`src/sm_pkg.sv`:
```
package sm_pkg;

  // ==================================================
  // widths
  // ==================================================
  localparam int data_w    = 32;          // cpu and packet word
  localparam int addr_w    = 8;           // cpu byte address
  localparam int reg_idx_w = addr_w - 2;  // word index, bits 1:0 dropped
  localparam int ram_aw    = 5;
  localparam int ram_depth = 1 << ram_aw; // 32 result words
  localparam int timer_w   = 32;
  localparam int leds_w    = 4;
  localparam int fft_w     = 5;           // log2 fft size field
  localparam int mode_w    = 8;
  localparam int seq_w     = 8;           // matches header seq byte
  localparam int cnt_w     = ram_aw + 1;  // holds 1..32 words

  // clamp bounds on fft_size, 2^(n-5) words per packet
  localparam int fft_log_min = 5;
  localparam int fft_log_max = 10;

  // reset values
  localparam logic [leds_w-1:0] leds_rst = 4'b1010;
  localparam logic [fft_w-1:0]  fft_rst  = fft_w'(fft_log_max);

  // ==================================================
  // id / version
  // ==================================================
  localparam logic [data_w-1:0] firmware_id = 32'h5553_5250; // "USRP"
  localparam logic [15:0]       fw_major    = 16'h000A;
  localparam logic [15:0]       fw_minor    = 16'h0001;
  localparam logic [data_w-1:0] bad_read    = 32'hABAD_BABE; // unmapped reads

  // ==================================================
  // register map, word index = byte address >> 2
  // ==================================================
  localparam logic [reg_idx_w-1:0] reg_id        = 6'd0;  // ro
  localparam logic [reg_idx_w-1:0] reg_version   = 6'd1;  // ro
  localparam logic [reg_idx_w-1:0] reg_status    = 6'd2;  // busy, seq, write error
  localparam logic [reg_idx_w-1:0] reg_leds      = 6'd3;
  localparam logic [reg_idx_w-1:0] reg_fft_size  = 6'd4;
  localparam logic [reg_idx_w-1:0] reg_mode      = 6'd5;
  localparam logic [reg_idx_w-1:0] reg_res_addr  = 6'd6;  // result write pointer
  localparam logic [reg_idx_w-1:0] reg_res_data  = 6'd7;  // wo, auto increment
  localparam logic [reg_idx_w-1:0] reg_send      = 6'd8;  // wo command
  localparam logic [reg_idx_w-1:0] reg_tmr_start = 6'd9;  // wo command
  localparam logic [reg_idx_w-1:0] reg_tmr_stop  = 6'd10; // wo command
  localparam logic [reg_idx_w-1:0] reg_timer0    = 6'd11; // send -> header
  localparam logic [reg_idx_w-1:0] reg_timer1    = 6'd12; // send -> done
  localparam logic [reg_idx_w-1:0] reg_timer2    = 6'd13; // user timer

  // framer fsm encoding
  localparam logic [2:0] st_idle   = 3'd0;
  localparam logic [2:0] st_fetch  = 3'd1;
  localparam logic [2:0] st_header = 3'd2;
  localparam logic [2:0] st_data   = 3'd3;
  localparam logic [2:0] st_done   = 3'd4;

  // packet word, raw or as header fields
  typedef struct packed {
    logic [7:0] seq;   // packet sequence number
    logic [7:0] total; // packets in this transfer
    logic [7:0] spare;
    logic [7:0] mode;  // low byte
  } pkt_hdr_t;

  typedef union packed {
    logic [data_w-1:0] raw;
    pkt_hdr_t          hdr;
  } pkt_word_u;

endpackage

```
`src/reg_decode.sv`:
```
`timescale 1ns/1ps

module reg_decode
  import sm_pkg::*;
(
  input  logic                 clk_ext,
  input  logic                 rst_ext,
  input  logic                 cpu_cs,
  input  logic                 cpu_rnw,
  input  logic [addr_w-1:0]    cpu_addr,
  input  logic [data_w-1:0]    cpu_wdata,
  input  logic [leds_w-1:0]    leds,
  input  logic [fft_w-1:0]     fft_size,
  input  logic [mode_w-1:0]    mode,
  input  logic [ram_aw-1:0]    res_addr,
  input  logic                 busy,
  input  logic [seq_w-1:0]     pkt_seq,
  input  logic [timer_w-1:0]   timer0,
  input  logic [timer_w-1:0]   timer1,
  input  logic [timer_w-1:0]   timer2,
  output logic [data_w-1:0]    cpu_rdata,
  output logic                 we_leds,
  output logic                 we_fft_size,
  output logic                 we_mode,
  output logic                 we_res_addr,
  output logic                 we_res_data,
  output logic                 we_send,
  output logic                 we_tmr_start,
  output logic                 we_tmr_stop
);

  logic [reg_idx_w-1:0] word_idx;
  logic                 wr;       // bus write this cycle
  logic                 we_status;
  logic                 bad_wr;   // write to ro or unmapped word
  logic                 wr_err;   // sticky, status bit 1

  assign word_idx = cpu_addr[addr_w-1:2]; // byte lanes ignored
  assign wr       = cpu_cs & ~cpu_rnw;

  // ==================================================
  // write strobes, same cycle as the bus write
  // ==================================================
  assign we_leds      = wr & (word_idx == reg_leds);
  assign we_fft_size  = wr & (word_idx == reg_fft_size);
  assign we_mode      = wr & (word_idx == reg_mode);
  assign we_res_addr  = wr & (word_idx == reg_res_addr);
  assign we_res_data  = wr & (word_idx == reg_res_data);
  assign we_send      = wr & (word_idx == reg_send);
  assign we_tmr_start = wr & (word_idx == reg_tmr_start);
  assign we_tmr_stop  = wr & (word_idx == reg_tmr_stop);
  assign we_status    = wr & (word_idx == reg_status);

  assign bad_wr = wr & ~(we_leds | we_fft_size | we_mode | we_res_addr | we_res_data |
                         we_send | we_tmr_start | we_tmr_stop | we_status);

  // write error flag, cleared by writing 1 to status bit 1
  always_ff @(posedge clk_ext) begin
    if (rst_ext) begin
      wr_err <= 1'b0;
    end else if (bad_wr) begin
      wr_err <= 1'b1;
    end else if (we_status && cpu_wdata[1]) begin
      wr_err <= 1'b0; // w1c
    end
  end

  // ==================================================
  // read mux, combinational
  // ==================================================
  always_comb begin
    case (word_idx)
      reg_id:       cpu_rdata = firmware_id;
      reg_version:  cpu_rdata = {fw_major, fw_minor};
      reg_status:   cpu_rdata = {16'b0, pkt_seq, 6'b0, wr_err, busy};
      reg_leds:     cpu_rdata = data_w'(leds);
      reg_fft_size: cpu_rdata = data_w'(fft_size);
      reg_mode:     cpu_rdata = data_w'(mode);
      reg_res_addr: cpu_rdata = data_w'(res_addr); // current write pointer
      reg_timer0:   cpu_rdata = timer0;
      reg_timer1:   cpu_rdata = timer1;
      reg_timer2:   cpu_rdata = timer2;
      default:      cpu_rdata = bad_read;          // incl. write-only words
    endcase
  end

endmodule

```
`src/ctrl_regs.sv`:
```
`timescale 1ns/1ps

module ctrl_regs
  import sm_pkg::*;
(
  input  logic                 clk_ext,
  input  logic                 rst_ext,
  input  logic [data_w-1:0]    cpu_wdata,
  input  logic                 we_leds,
  input  logic                 we_fft_size,
  input  logic                 we_mode,
  input  logic                 we_res_addr,
  input  logic                 we_res_data,
  input  logic                 we_send,
  input  logic                 we_tmr_start,
  input  logic                 we_tmr_stop,
  output logic [leds_w-1:0]    leds,
  output logic [fft_w-1:0]     fft_size,
  output logic [mode_w-1:0]    mode,
  output logic [ram_aw-1:0]    res_addr,
  output logic                 ram_we,
  output logic [ram_aw-1:0]    ram_waddr,
  output logic [data_w-1:0]    ram_wdata,
  output logic                 send_stb,
  output logic                 tmr_start_stb,
  output logic                 tmr_stop_stb
);

  // ==================================================
  // software registers
  // ==================================================
  always_ff @(posedge clk_ext) begin
    if (rst_ext) begin
      leds     <= leds_rst;  // 1010 pattern
      fft_size <= fft_rst;   // default 1024 point
      mode     <= '0;
    end else begin
      if (we_leds)     leds     <= cpu_wdata[leds_w-1:0];
      if (we_fft_size) fft_size <= cpu_wdata[fft_w-1:0]; // clamped in framer
      if (we_mode)     mode     <= cpu_wdata[mode_w-1:0];
    end
  end

  // result write pointer
  // load on res_addr, step after every res_data store
  always_ff @(posedge clk_ext) begin
    if (rst_ext) begin
      res_addr <= '0;
    end else if (we_res_addr) begin
      res_addr <= cpu_wdata[ram_aw-1:0];
    end else if (we_res_data) begin
      res_addr <= res_addr + 1'b1; // wraps at ram_depth
    end
  end

  // ram port, stored at the same edge as the bus write
  assign ram_we    = we_res_data;
  assign ram_waddr = res_addr;   // pre-increment value
  assign ram_wdata = cpu_wdata;

  // ==================================================
  // command strobes, one cycle after the write
  // ==================================================
  always_ff @(posedge clk_ext) begin
    if (rst_ext) begin
      send_stb      <= 1'b0;
      tmr_start_stb <= 1'b0;
      tmr_stop_stb  <= 1'b0;
    end else begin
      send_stb      <= we_send;      // data value ignored
      tmr_start_stb <= we_tmr_start;
      tmr_stop_stb  <= we_tmr_stop;
    end
  end

endmodule

```
`src/latency_timers.sv`:
```
`timescale 1ns/1ps

module latency_timers
  import sm_pkg::*;
(
  input  logic                 clk_ext,
  input  logic                 rst_ext,
  input  logic                 send_stb,
  input  logic                 hdr_done_stb,
  input  logic                 pkt_done_stb,
  input  logic                 tmr_start_stb,
  input  logic                 tmr_stop_stb,
  output logic [timer_w-1:0]   timer0,
  output logic [timer_w-1:0]   timer1,
  output logic [timer_w-1:0]   timer2
);

  logic [2:0]         start_v;  // per timer start
  logic [2:0]         stop_v;   // per timer stop
  logic [2:0]         running;
  logic [timer_w-1:0] cnt [3];

  // 0: send -> header acked, 1: send -> last word acked, 2: cpu controlled
  assign start_v = {tmr_start_stb, send_stb, send_stb};
  assign stop_v  = {tmr_stop_stb, pkt_done_stb, hdr_done_stb};

  // start clears and arms, stop freezes until next start
  // the stop edge still counts, so timer2 = cycles between the two writes
  always_ff @(posedge clk_ext) begin
    if (rst_ext) begin
      running <= '0;
      for (int i = 0; i < 3; i++) begin
        cnt[i] <= '0;
      end
    end else begin
      for (int i = 0; i < 3; i++) begin
        if (start_v[i]) begin
          cnt[i]     <= '0;
          running[i] <= 1'b1;
        end else begin
          if (running[i]) cnt[i] <= cnt[i] + 1'b1;
          if (stop_v[i])  running[i] <= 1'b0; // stop with no start is a no-op
        end
      end
    end
  end

  assign timer0 = cnt[0];
  assign timer1 = cnt[1];
  assign timer2 = cnt[2];

endmodule

```
`src/result_ram.sv`:
```
`timescale 1ns/1ps

module result_ram
  import sm_pkg::*;
(
  input  logic                 clk_ext,
  input  logic                 we,
  input  logic [ram_aw-1:0]    waddr,
  input  logic [data_w-1:0]    wdata,
  input  logic [ram_aw-1:0]    raddr,
  output logic [data_w-1:0]    rdata
);

  // ==================================================
  // result words, filled by cpu, read by framer
  // ==================================================
  logic [data_w-1:0] mem [ram_depth];

  // write port
  always_ff @(posedge clk_ext) begin
    if (we) begin
      mem[waddr] <= wdata;
    end
  end

  // registered read, one cycle latency
  // old data on a same-address collision
  always_ff @(posedge clk_ext) begin
    rdata <= mem[raddr];
  end

endmodule

```
`src/packet_framer.sv`:
```
`timescale 1ns/1ps

module packet_framer
  import sm_pkg::*;
(
  input  logic                 clk_ext,
  input  logic                 rst_ext,
  input  logic                 send_stb,
  input  logic [fft_w-1:0]     fft_size,
  input  logic [mode_w-1:0]    mode,
  input  logic                 pkt_ack,
  input  logic [data_w-1:0]    rd_data,
  output logic [ram_aw-1:0]    rd_addr,
  output logic                 pkt_req,
  output logic [data_w-1:0]    pkt_data,
  output logic                 busy,
  output logic [seq_w-1:0]     pkt_seq,
  output logic                 hdr_done_stb,
  output logic                 pkt_done_stb
);

  logic [2:0]       state;
  logic [cnt_w-1:0] words_left;  // data words not yet acked
  logic [fft_w-1:0] fft_clamp;
  logic [cnt_w-1:0] word_count;  // 2^(clamp-5)
  pkt_word_u        hdr_word;
  logic             present_hdr; // load header, raise req
  logic             present_dat; // load next ram word, raise req

  // ==================================================
  // word count and header
  // ==================================================
  always_comb begin
    fft_clamp = fft_size;
    if (fft_size < fft_w'(fft_log_min)) begin
      fft_clamp = fft_w'(fft_log_min);   // floor, one word
    end else if (fft_size > fft_w'(fft_log_max)) begin
      fft_clamp = fft_w'(fft_log_max);   // ceiling, full ram
    end
    word_count = cnt_w'(1) << (fft_clamp - fft_w'(fft_log_min));
  end

  always_comb begin
    hdr_word.hdr.seq   = pkt_seq;   // already bumped at send
    hdr_word.hdr.total = 8'd1;      // single packet only
    hdr_word.hdr.spare = 8'd0;
    hdr_word.hdr.mode  = mode[7:0];
  end

  // a new word goes out only once ack is back low
  assign present_hdr = (state == st_fetch) && !pkt_ack;
  assign present_dat = ((state == st_header) || (state == st_data)) && !pkt_req && !pkt_ack;

  // ==================================================
  // fsm, idle -> fetch -> header -> data -> done
  // ==================================================
  always_ff @(posedge clk_ext) begin
    if (rst_ext) begin
      state        <= st_idle;
      busy         <= 1'b0;
      pkt_req      <= 1'b0;
      pkt_seq      <= '0;
      rd_addr      <= '0;
      words_left   <= '0;
      hdr_done_stb <= 1'b0;
      pkt_done_stb <= 1'b0;
    end else begin
      hdr_done_stb <= 1'b0;
      pkt_done_stb <= 1'b0;
      if (present_hdr || present_dat) pkt_req <= 1'b1;
      if (present_dat) rd_addr <= rd_addr + 1'b1; // prefetch next word
      case (state)
        st_idle: begin
          if (send_stb) begin            // ignored unless idle
            state      <= st_fetch;
            busy       <= 1'b1;
            pkt_seq    <= pkt_seq + 1'b1;
            words_left <= word_count;
            rd_addr    <= '0;            // word 0 ready by first data phase
          end
        end
        st_fetch: begin
          if (present_hdr) state <= st_header; // req 2 cycles after send_stb
        end
        st_header: begin
          if (pkt_req && pkt_ack) begin
            pkt_req      <= 1'b0;
            hdr_done_stb <= 1'b1;        // stops timer0
          end
          if (present_dat) state <= st_data;
        end
        st_data: begin
          if (pkt_req && pkt_ack) begin
            pkt_req    <= 1'b0;
            words_left <= words_left - 1'b1;
            if (words_left == cnt_w'(1)) begin
              pkt_done_stb <= 1'b1;      // last word acked
              state        <= st_done;
            end
          end
        end
        st_done: begin
          busy  <= 1'b0;                 // ack drop checked by fetch
          state <= st_idle;
        end
        default: state <= st_idle;
      endcase
    end
  end

  // payload, held while req is high
  always_ff @(posedge clk_ext) begin
    if (present_hdr) begin
      pkt_data <= hdr_word.raw;
    end else if (present_dat) begin
      pkt_data <= rd_data;
    end
  end

endmodule

```
`src/spectrum_monitor_top.sv`:
```
`timescale 1ns/1ps

module spectrum_monitor_top
  import sm_pkg::*;
(
  input  logic                 clk_ext,
  input  logic                 rst_ext,
  input  logic                 cpu_cs,
  input  logic                 cpu_rnw,
  input  logic [addr_w-1:0]    cpu_addr,
  input  logic [data_w-1:0]    cpu_wdata,
  input  logic                 pkt_ack,
  output logic [data_w-1:0]    cpu_rdata,
  output logic                 pkt_req,
  output logic [data_w-1:0]    pkt_data,
  output logic [leds_w-1:0]    leds
);

  // ==================================================
  // interconnect
  // ==================================================
  logic we_leds, we_fft_size, we_mode, we_res_addr;
  logic we_res_data, we_send, we_tmr_start, we_tmr_stop;
  logic [fft_w-1:0]   fft_size;
  logic [mode_w-1:0]  mode;
  logic [ram_aw-1:0]  res_addr;
  logic               busy;
  logic [seq_w-1:0]   pkt_seq;
  logic [timer_w-1:0] timer0, timer1, timer2;
  logic               ram_we;
  logic [ram_aw-1:0]  ram_waddr, rd_addr;
  logic [data_w-1:0]  ram_wdata, rd_data;
  logic send_stb, tmr_start_stb, tmr_stop_stb;
  logic hdr_done_stb, pkt_done_stb;

  // cpu address decode
  reg_decode reg_decode_inst (
    .clk_ext, .rst_ext, .cpu_cs, .cpu_rnw, .cpu_addr, .cpu_wdata,
    .leds, .fft_size, .mode, .res_addr, .busy, .pkt_seq,
    .timer0, .timer1, .timer2, .cpu_rdata,
    .we_leds, .we_fft_size, .we_mode, .we_res_addr,
    .we_res_data, .we_send, .we_tmr_start, .we_tmr_stop
  );

  // sw registers, write pointer, command strobes
  ctrl_regs ctrl_regs_inst (
    .clk_ext, .rst_ext, .cpu_wdata,
    .we_leds, .we_fft_size, .we_mode, .we_res_addr,
    .we_res_data, .we_send, .we_tmr_start, .we_tmr_stop,
    .leds, .fft_size, .mode, .res_addr,
    .ram_we, .ram_waddr, .ram_wdata,
    .send_stb, .tmr_start_stb, .tmr_stop_stb
  );

  latency_timers latency_timers_inst (
    .clk_ext, .rst_ext, .send_stb, .hdr_done_stb, .pkt_done_stb,
    .tmr_start_stb, .tmr_stop_stb, .timer0, .timer1, .timer2
  );

  result_ram result_ram_inst (
    .clk_ext, .we(ram_we), .waddr(ram_waddr), .wdata(ram_wdata),
    .raddr(rd_addr), .rdata(rd_data)
  );

  // header + result words out over req/ack
  packet_framer packet_framer_inst (
    .clk_ext, .rst_ext, .send_stb, .fft_size, .mode, .pkt_ack, .rd_data,
    .rd_addr, .pkt_req, .pkt_data, .busy, .pkt_seq, .hdr_done_stb, .pkt_done_stb
  );

endmodule

```
`config.mk`:
```
export PLATFORM = sky130hd
export DESIGN_NAME = spectrum_monitor_top
export DESIGN_NICKNAME = d
export VERILOG_FILES = /design/src/sm_pkg.sv /design/src/reg_decode.sv /design/src/ctrl_regs.sv /design/src/latency_timers.sv /design/src/result_ram.sv /design/src/packet_framer.sv /design/src/spectrum_monitor_top.sv
export SDC_FILE = /design/constraint.sdc
export NUM_CORES = 1
export LEC_CHECK = 0
export BUFFER_PORTS_ARGS = -buffer_cell sky130_fd_sc_hd__buf_4
export CAP_MARGIN = 10
export CELL_PAD_IN_SITES_DETAIL_PLACEMENT = 1
export CELL_PAD_IN_SITES_GLOBAL_PLACEMENT = 2
export CORE_MARGIN = 4
export CORE_UTILIZATION = 43
export CTS_CLUSTER_SIZE = 24
export DETAILED_ROUTE_END_ITERATION = 10
export PLACE_DENSITY_LB_ADDON = 0.1
export SLEW_MARGIN = 20
export SYNTH_ARGS = -nofsm -noshare
export SYNTH_HDL_FRONTEND = slang
export SYNTH_SLANG_ARGS = --single-unit
export TNS_END_PERCENT = 20
```
`constraint.sdc`:
```
create_clock -name clk_ext -period 4.4 [get_ports clk_ext]
set_input_delay 0.22 -clock clk_ext [delete_from_list [all_inputs] [get_ports clk_ext]]
set_output_delay 0.22 -clock clk_ext [all_outputs]
set_load 0.05 [all_outputs]
```
==> impl_results.md <==
- Max-cap violations: 0
- Hold Crit Start: cpu_addr[4]
- Slew @ Worst Pin: 1.09 ns
- Worst r2r dst: result_ram_inst.rdata[22]$_DFF_P_
- Post-synthesis sequential area ratio: 73.2%
- Ports: 114
- Largest net degree at the start of global routing: 66
- GR peak layer: met2
- Post-route ant nets: 0
- Endpoints failing setup: 0
- Synth Flop Type: edfxtp_1
- Vias/cell: 6.09
- Max transition margin: 27.4%
- NumNets Final: 3127
- Post-CTS resize count: 0
- Die X: 347 um
- Filler instances: 10538
- Achievable clock frequency: 0.285 GHz
- Synth warn: 0
- Worst EP arrival: 3.29 ns
- M2 GR Usage: 39.2%
- Worst Reg-to-Reg Cells: 5
- Post-DP Area: 0.0530 mm2
- Post-Route WL: 145000 um
- Initial Util: 43.3%
- Clock Skew: 0.0231 ns
- CTS Buf Count: 136
- Peak supply drop: 0.345 mV
- Vias post-DR: 28602
- Total GRT Usage: 23.9%
- DIE AREA: 0.120 mm2
- Switch Pwr: 0.00625 W
- IO Port Bufs: 111
- CTS HTree Levels: 4
- Synth Cell Area: 0.0494 mm2
- Routed wire per std cell: 30.9 um
- Final instance area: 0.0578 mm2
- Area Growth Syn to Fin: 17.0%
- Setup crit start kind: input port
- Average size of a mapped cell: 17.4 um2
- GRT Residual Overflow: 0
- Async set-or-reset flop fraction in the synthesized netlist: 0%
- Worst hold stages: 5
- GRT met3 Usage: 3.91%
- Critical Path RT: 4.18 ns
- Height of the die: 347 um
- Reg2reg start: packet_framer_inst.rd_addr[0]$_SDFF_PP0_
- Hold Path Class: input port to register
- RD Place Congestion: 0.822
- #FFs+latches synth: 1239
- Layout cells sized above 1: 21.2%
- DRC: 0
- Clock Latency Late Sink: 0.75 ns
- Result of the run: finished, final reports clean
- Max Root-Sink Buffers: 3
- Worst-path maximum fanout: 12
- Vias in the first global route: 29780
- Post-route setup TNS: 0 ns
- WHS Endpoint: reg_decode_inst.wr_err$_SDFFE_PP0P_
- Grt met1 use: 33.6%
- Worst-path clk slew: 0.06 ns
- Drt pass-1 iters: 7
- Initial antenna violation count: 10
- Clk sink count: 1239
- First-pass GRT wire length: 210000 um
- RSZ-0062 raised after global routing: false
- Logic gate share of total power: 8.2%
- Flop2flop setup slack: 1.47 ns
- Pwr/cell area: 461 mW/mm2
- Number of synthesized flops with an enable pin: 1136
- Cell variety after synth: 65
- Part of the power in the clock network: 42.4%
- Dpl hpwl: 86200 um
- Crit end category: primary output
- Leakage: 17.9 nW
- Internal power: 0.0204 W
- Net Count, Synth: 2905
- Crit share post-route: 79.7%
- Tmin final: 3.51 ns
- Initial DRC Count: 2824
- CTS root buf: clkbuf_16
- Fin. Hold Viols: 0
- Row count: 124
- Worst Setup SP: cpu_addr[5]
- WS Path Type: input port to primary output
- CTS tree: yes
- Slew Limit Fails: 0
- Switching Fraction: 23.4%
- Core area: 0.114 mm2
- Mapped Cells: 2848
- Flop pwr share: 49.4%
-- state kept, by name, summed over array words and instances, names as in the netlist, 3 cells and up --
register / cells
ctrl_regs_inst.leds: 4
packet_framer_inst.words_left: 6
result_ram_inst.rdata: 32
latency_timers_inst.running: 3
result_ram_inst.mem: 1024
packet_framer_inst.rd_addr: 5
packet_framer_inst.pkt_data: 32
ctrl_regs_inst.ram_waddr: 5
packet_framer_inst.pkt_seq: 8
latency_timers_inst.cnt: 96
ctrl_regs_inst.fft_size: 5
ctrl_regs_inst.mode: 8
packet_framer_inst.state: 3
-- kinds of logic after synthesis --
logic type	share of synthesized area (%)
AND/OR/NAND/NOR	5.75
buffers and inverters	1.64
flip-flops	73.2
AO/OA/AOI/OAI	6.43
XOR/XNOR	0.868
multiplexers	11.8
adder cells (fa/ha/maj)	0.324
-- worst max-delay path, cell delays in order --
cell	delay [ns]
dlygate4sd3_1	0.54
buf_4	0.17
or4b_2	0.79
nor2_1	0.80
a222oi_1	0.26
nand3_1	0.26
buf_4	0.24
-- power groups by stage --
stage,clock (W),combinational [W],sequential (W)
floorplan,0,0.00124,0.0136
global placement,0,0.00214,0.0134
detailed placement,0,0.00219,0.0134
CTS,0.0115,0.00223,0.0132
global route,0.0121,0.00236,0.0132
finish,0.0113,0.00219,0.0132
-- cells in the mapped netlist (13+ instances only) --
| cell type | n | area (um2) |
|---|---|---|
| edfxtp_1 | 1136 | 34100 |
| mux4_2 | 192 | 4320 |
| a21oi_1 | 150 | 751 |
| mux2i_1 | 149 | 1490 |
| nand2_1 | 129 | 484 |
| clkbuf_1 | 128 | 480 |
| nor2_1 | 120 | 450 |
| dfxtp_1 | 103 | 2060 |
| nand3_1 | 60 | 300 |
| a22oi_1 | 49 | 368 |
| a22o_1 | 42 | 368 |
| nand4_1 | 39 | 244 |
| or4_1 | 39 | 293 |
| buf_2 | 37 | 185 |
| o22ai_1 | 36 | 225 |
| o31ai_1 | 36 | 270 |
| o221ai_1 | 32 | 280 |
| xor2_1 | 30 | 263 |
| o21ai_0 | 27 | 135 |
| a2111oi_0 | 26 | 228 |
| inv_1 | 26 | 97.6 |
| a222oi_1 | 21 | 210 |
| nor3_1 | 19 | 95.1 |
| xnor2_1 | 19 | 166 |
| and4_1 | 18 | 158 |
| or3_1 | 18 | 113 |
| nor4_1 | 15 | 93.8 |
| and3_1 | 13 | 81.3 |
-- cell type report --
type / instances / area (um2) / area share [%]
sequential: 1239 / 36200 / 62.6
multi-input combinational: 1408 / 12800 / 22.1
clock buffer: 180 / 3720 / 6.44
timing repair buffer: 259 / 2490 / 4.30
tap: 1512 / 1890 / 3.27
clock inverter: 69 / 684 / 1.18
inverter: 26 / 97.6 / 0.169
antenna: 3 / 7.51 / 0.0130
-- what timing repair did --
action                                  CTS  global route
hold buffers                             42             0
endpoints found under the hold margin  1061             0
buffers inserted                          0             0
-- metrics by stage --
stage	utilization, %	power [W]	hold slack, ns	std cells	setup WS (ns)
2_1_floorplan	-	0.0148	0.319	2848	0.938
3_3_place_gp	46.4	0.0156	0.434	4402	0.986
3_5_place_dp	46.4	0.0156	0.435	4402	0.978
4_1_cts	50.6	0.0270	0.0222	4693	0.948
5_1_grt	50.7	0.0276	0.0801	4695	0.840
6_report	50.7	0.0267	0.0798	4696	0.893
-- layout by cell type, fill, tap and decap left out, types with 27 or more instances in the layout --
| cell | instances |
|---|---|
| edfxtp_1 | 1136 |
| mux4_2 | 192 |
| buf_4 | 182 |
| a21oi_1 | 150 |
| mux2i_1 | 149 |
| clkbuf_16 | 140 |
| nand2_1 | 128 |
| dfxtp_1 | 99 |
| nor2_1 | 88 |
| nand3_1 | 60 |
| a22oi_1 | 49 |
| a22o_1 | 42 |
| dlygate4sd3_1 | 42 |
| or4_1 | 39 |
| nand4_1 | 39 |
| o22ai_1 | 36 |
| o31ai_1 | 36 |
| buf_12 | 35 |
| clkbuf_1 | 33 |
| o221ai_1 | 32 |
| nor2_4 | 32 |
| xor2_1 | 30 |
| o21ai_0 | 27 |
-- routing by layer --
layer  part of all wire, %  vias to the layer above  wire [um]
li1                      -                    12118          -
met1                    44                    15429      63400
met2                    49                      839      70900
met3                   5.2                      214       7550
met4                   2.3                        2       3340
met5                0.0090                        -         13
-- worst max-delay path by stage --
stage,to,cells after the start,slack [ns]
after global routing,cpu_rdata[7],7,0.84
after CTS,cpu_rdata[7],7,0.95
after detailed placement,result_ram_inst.mem[5][21]$_DFFE_PP_,7,0.98
final,cpu_rdata[7],7,0.89
after floorplan,result_ram_inst.mem[20][0]$_DFFE_PP_,5,0.94
after global placement,result_ram_inst.mem[22][31]$_DFFE_PP_,7,0.99
No activity file was read; power rests on OpenSTA's default activity.
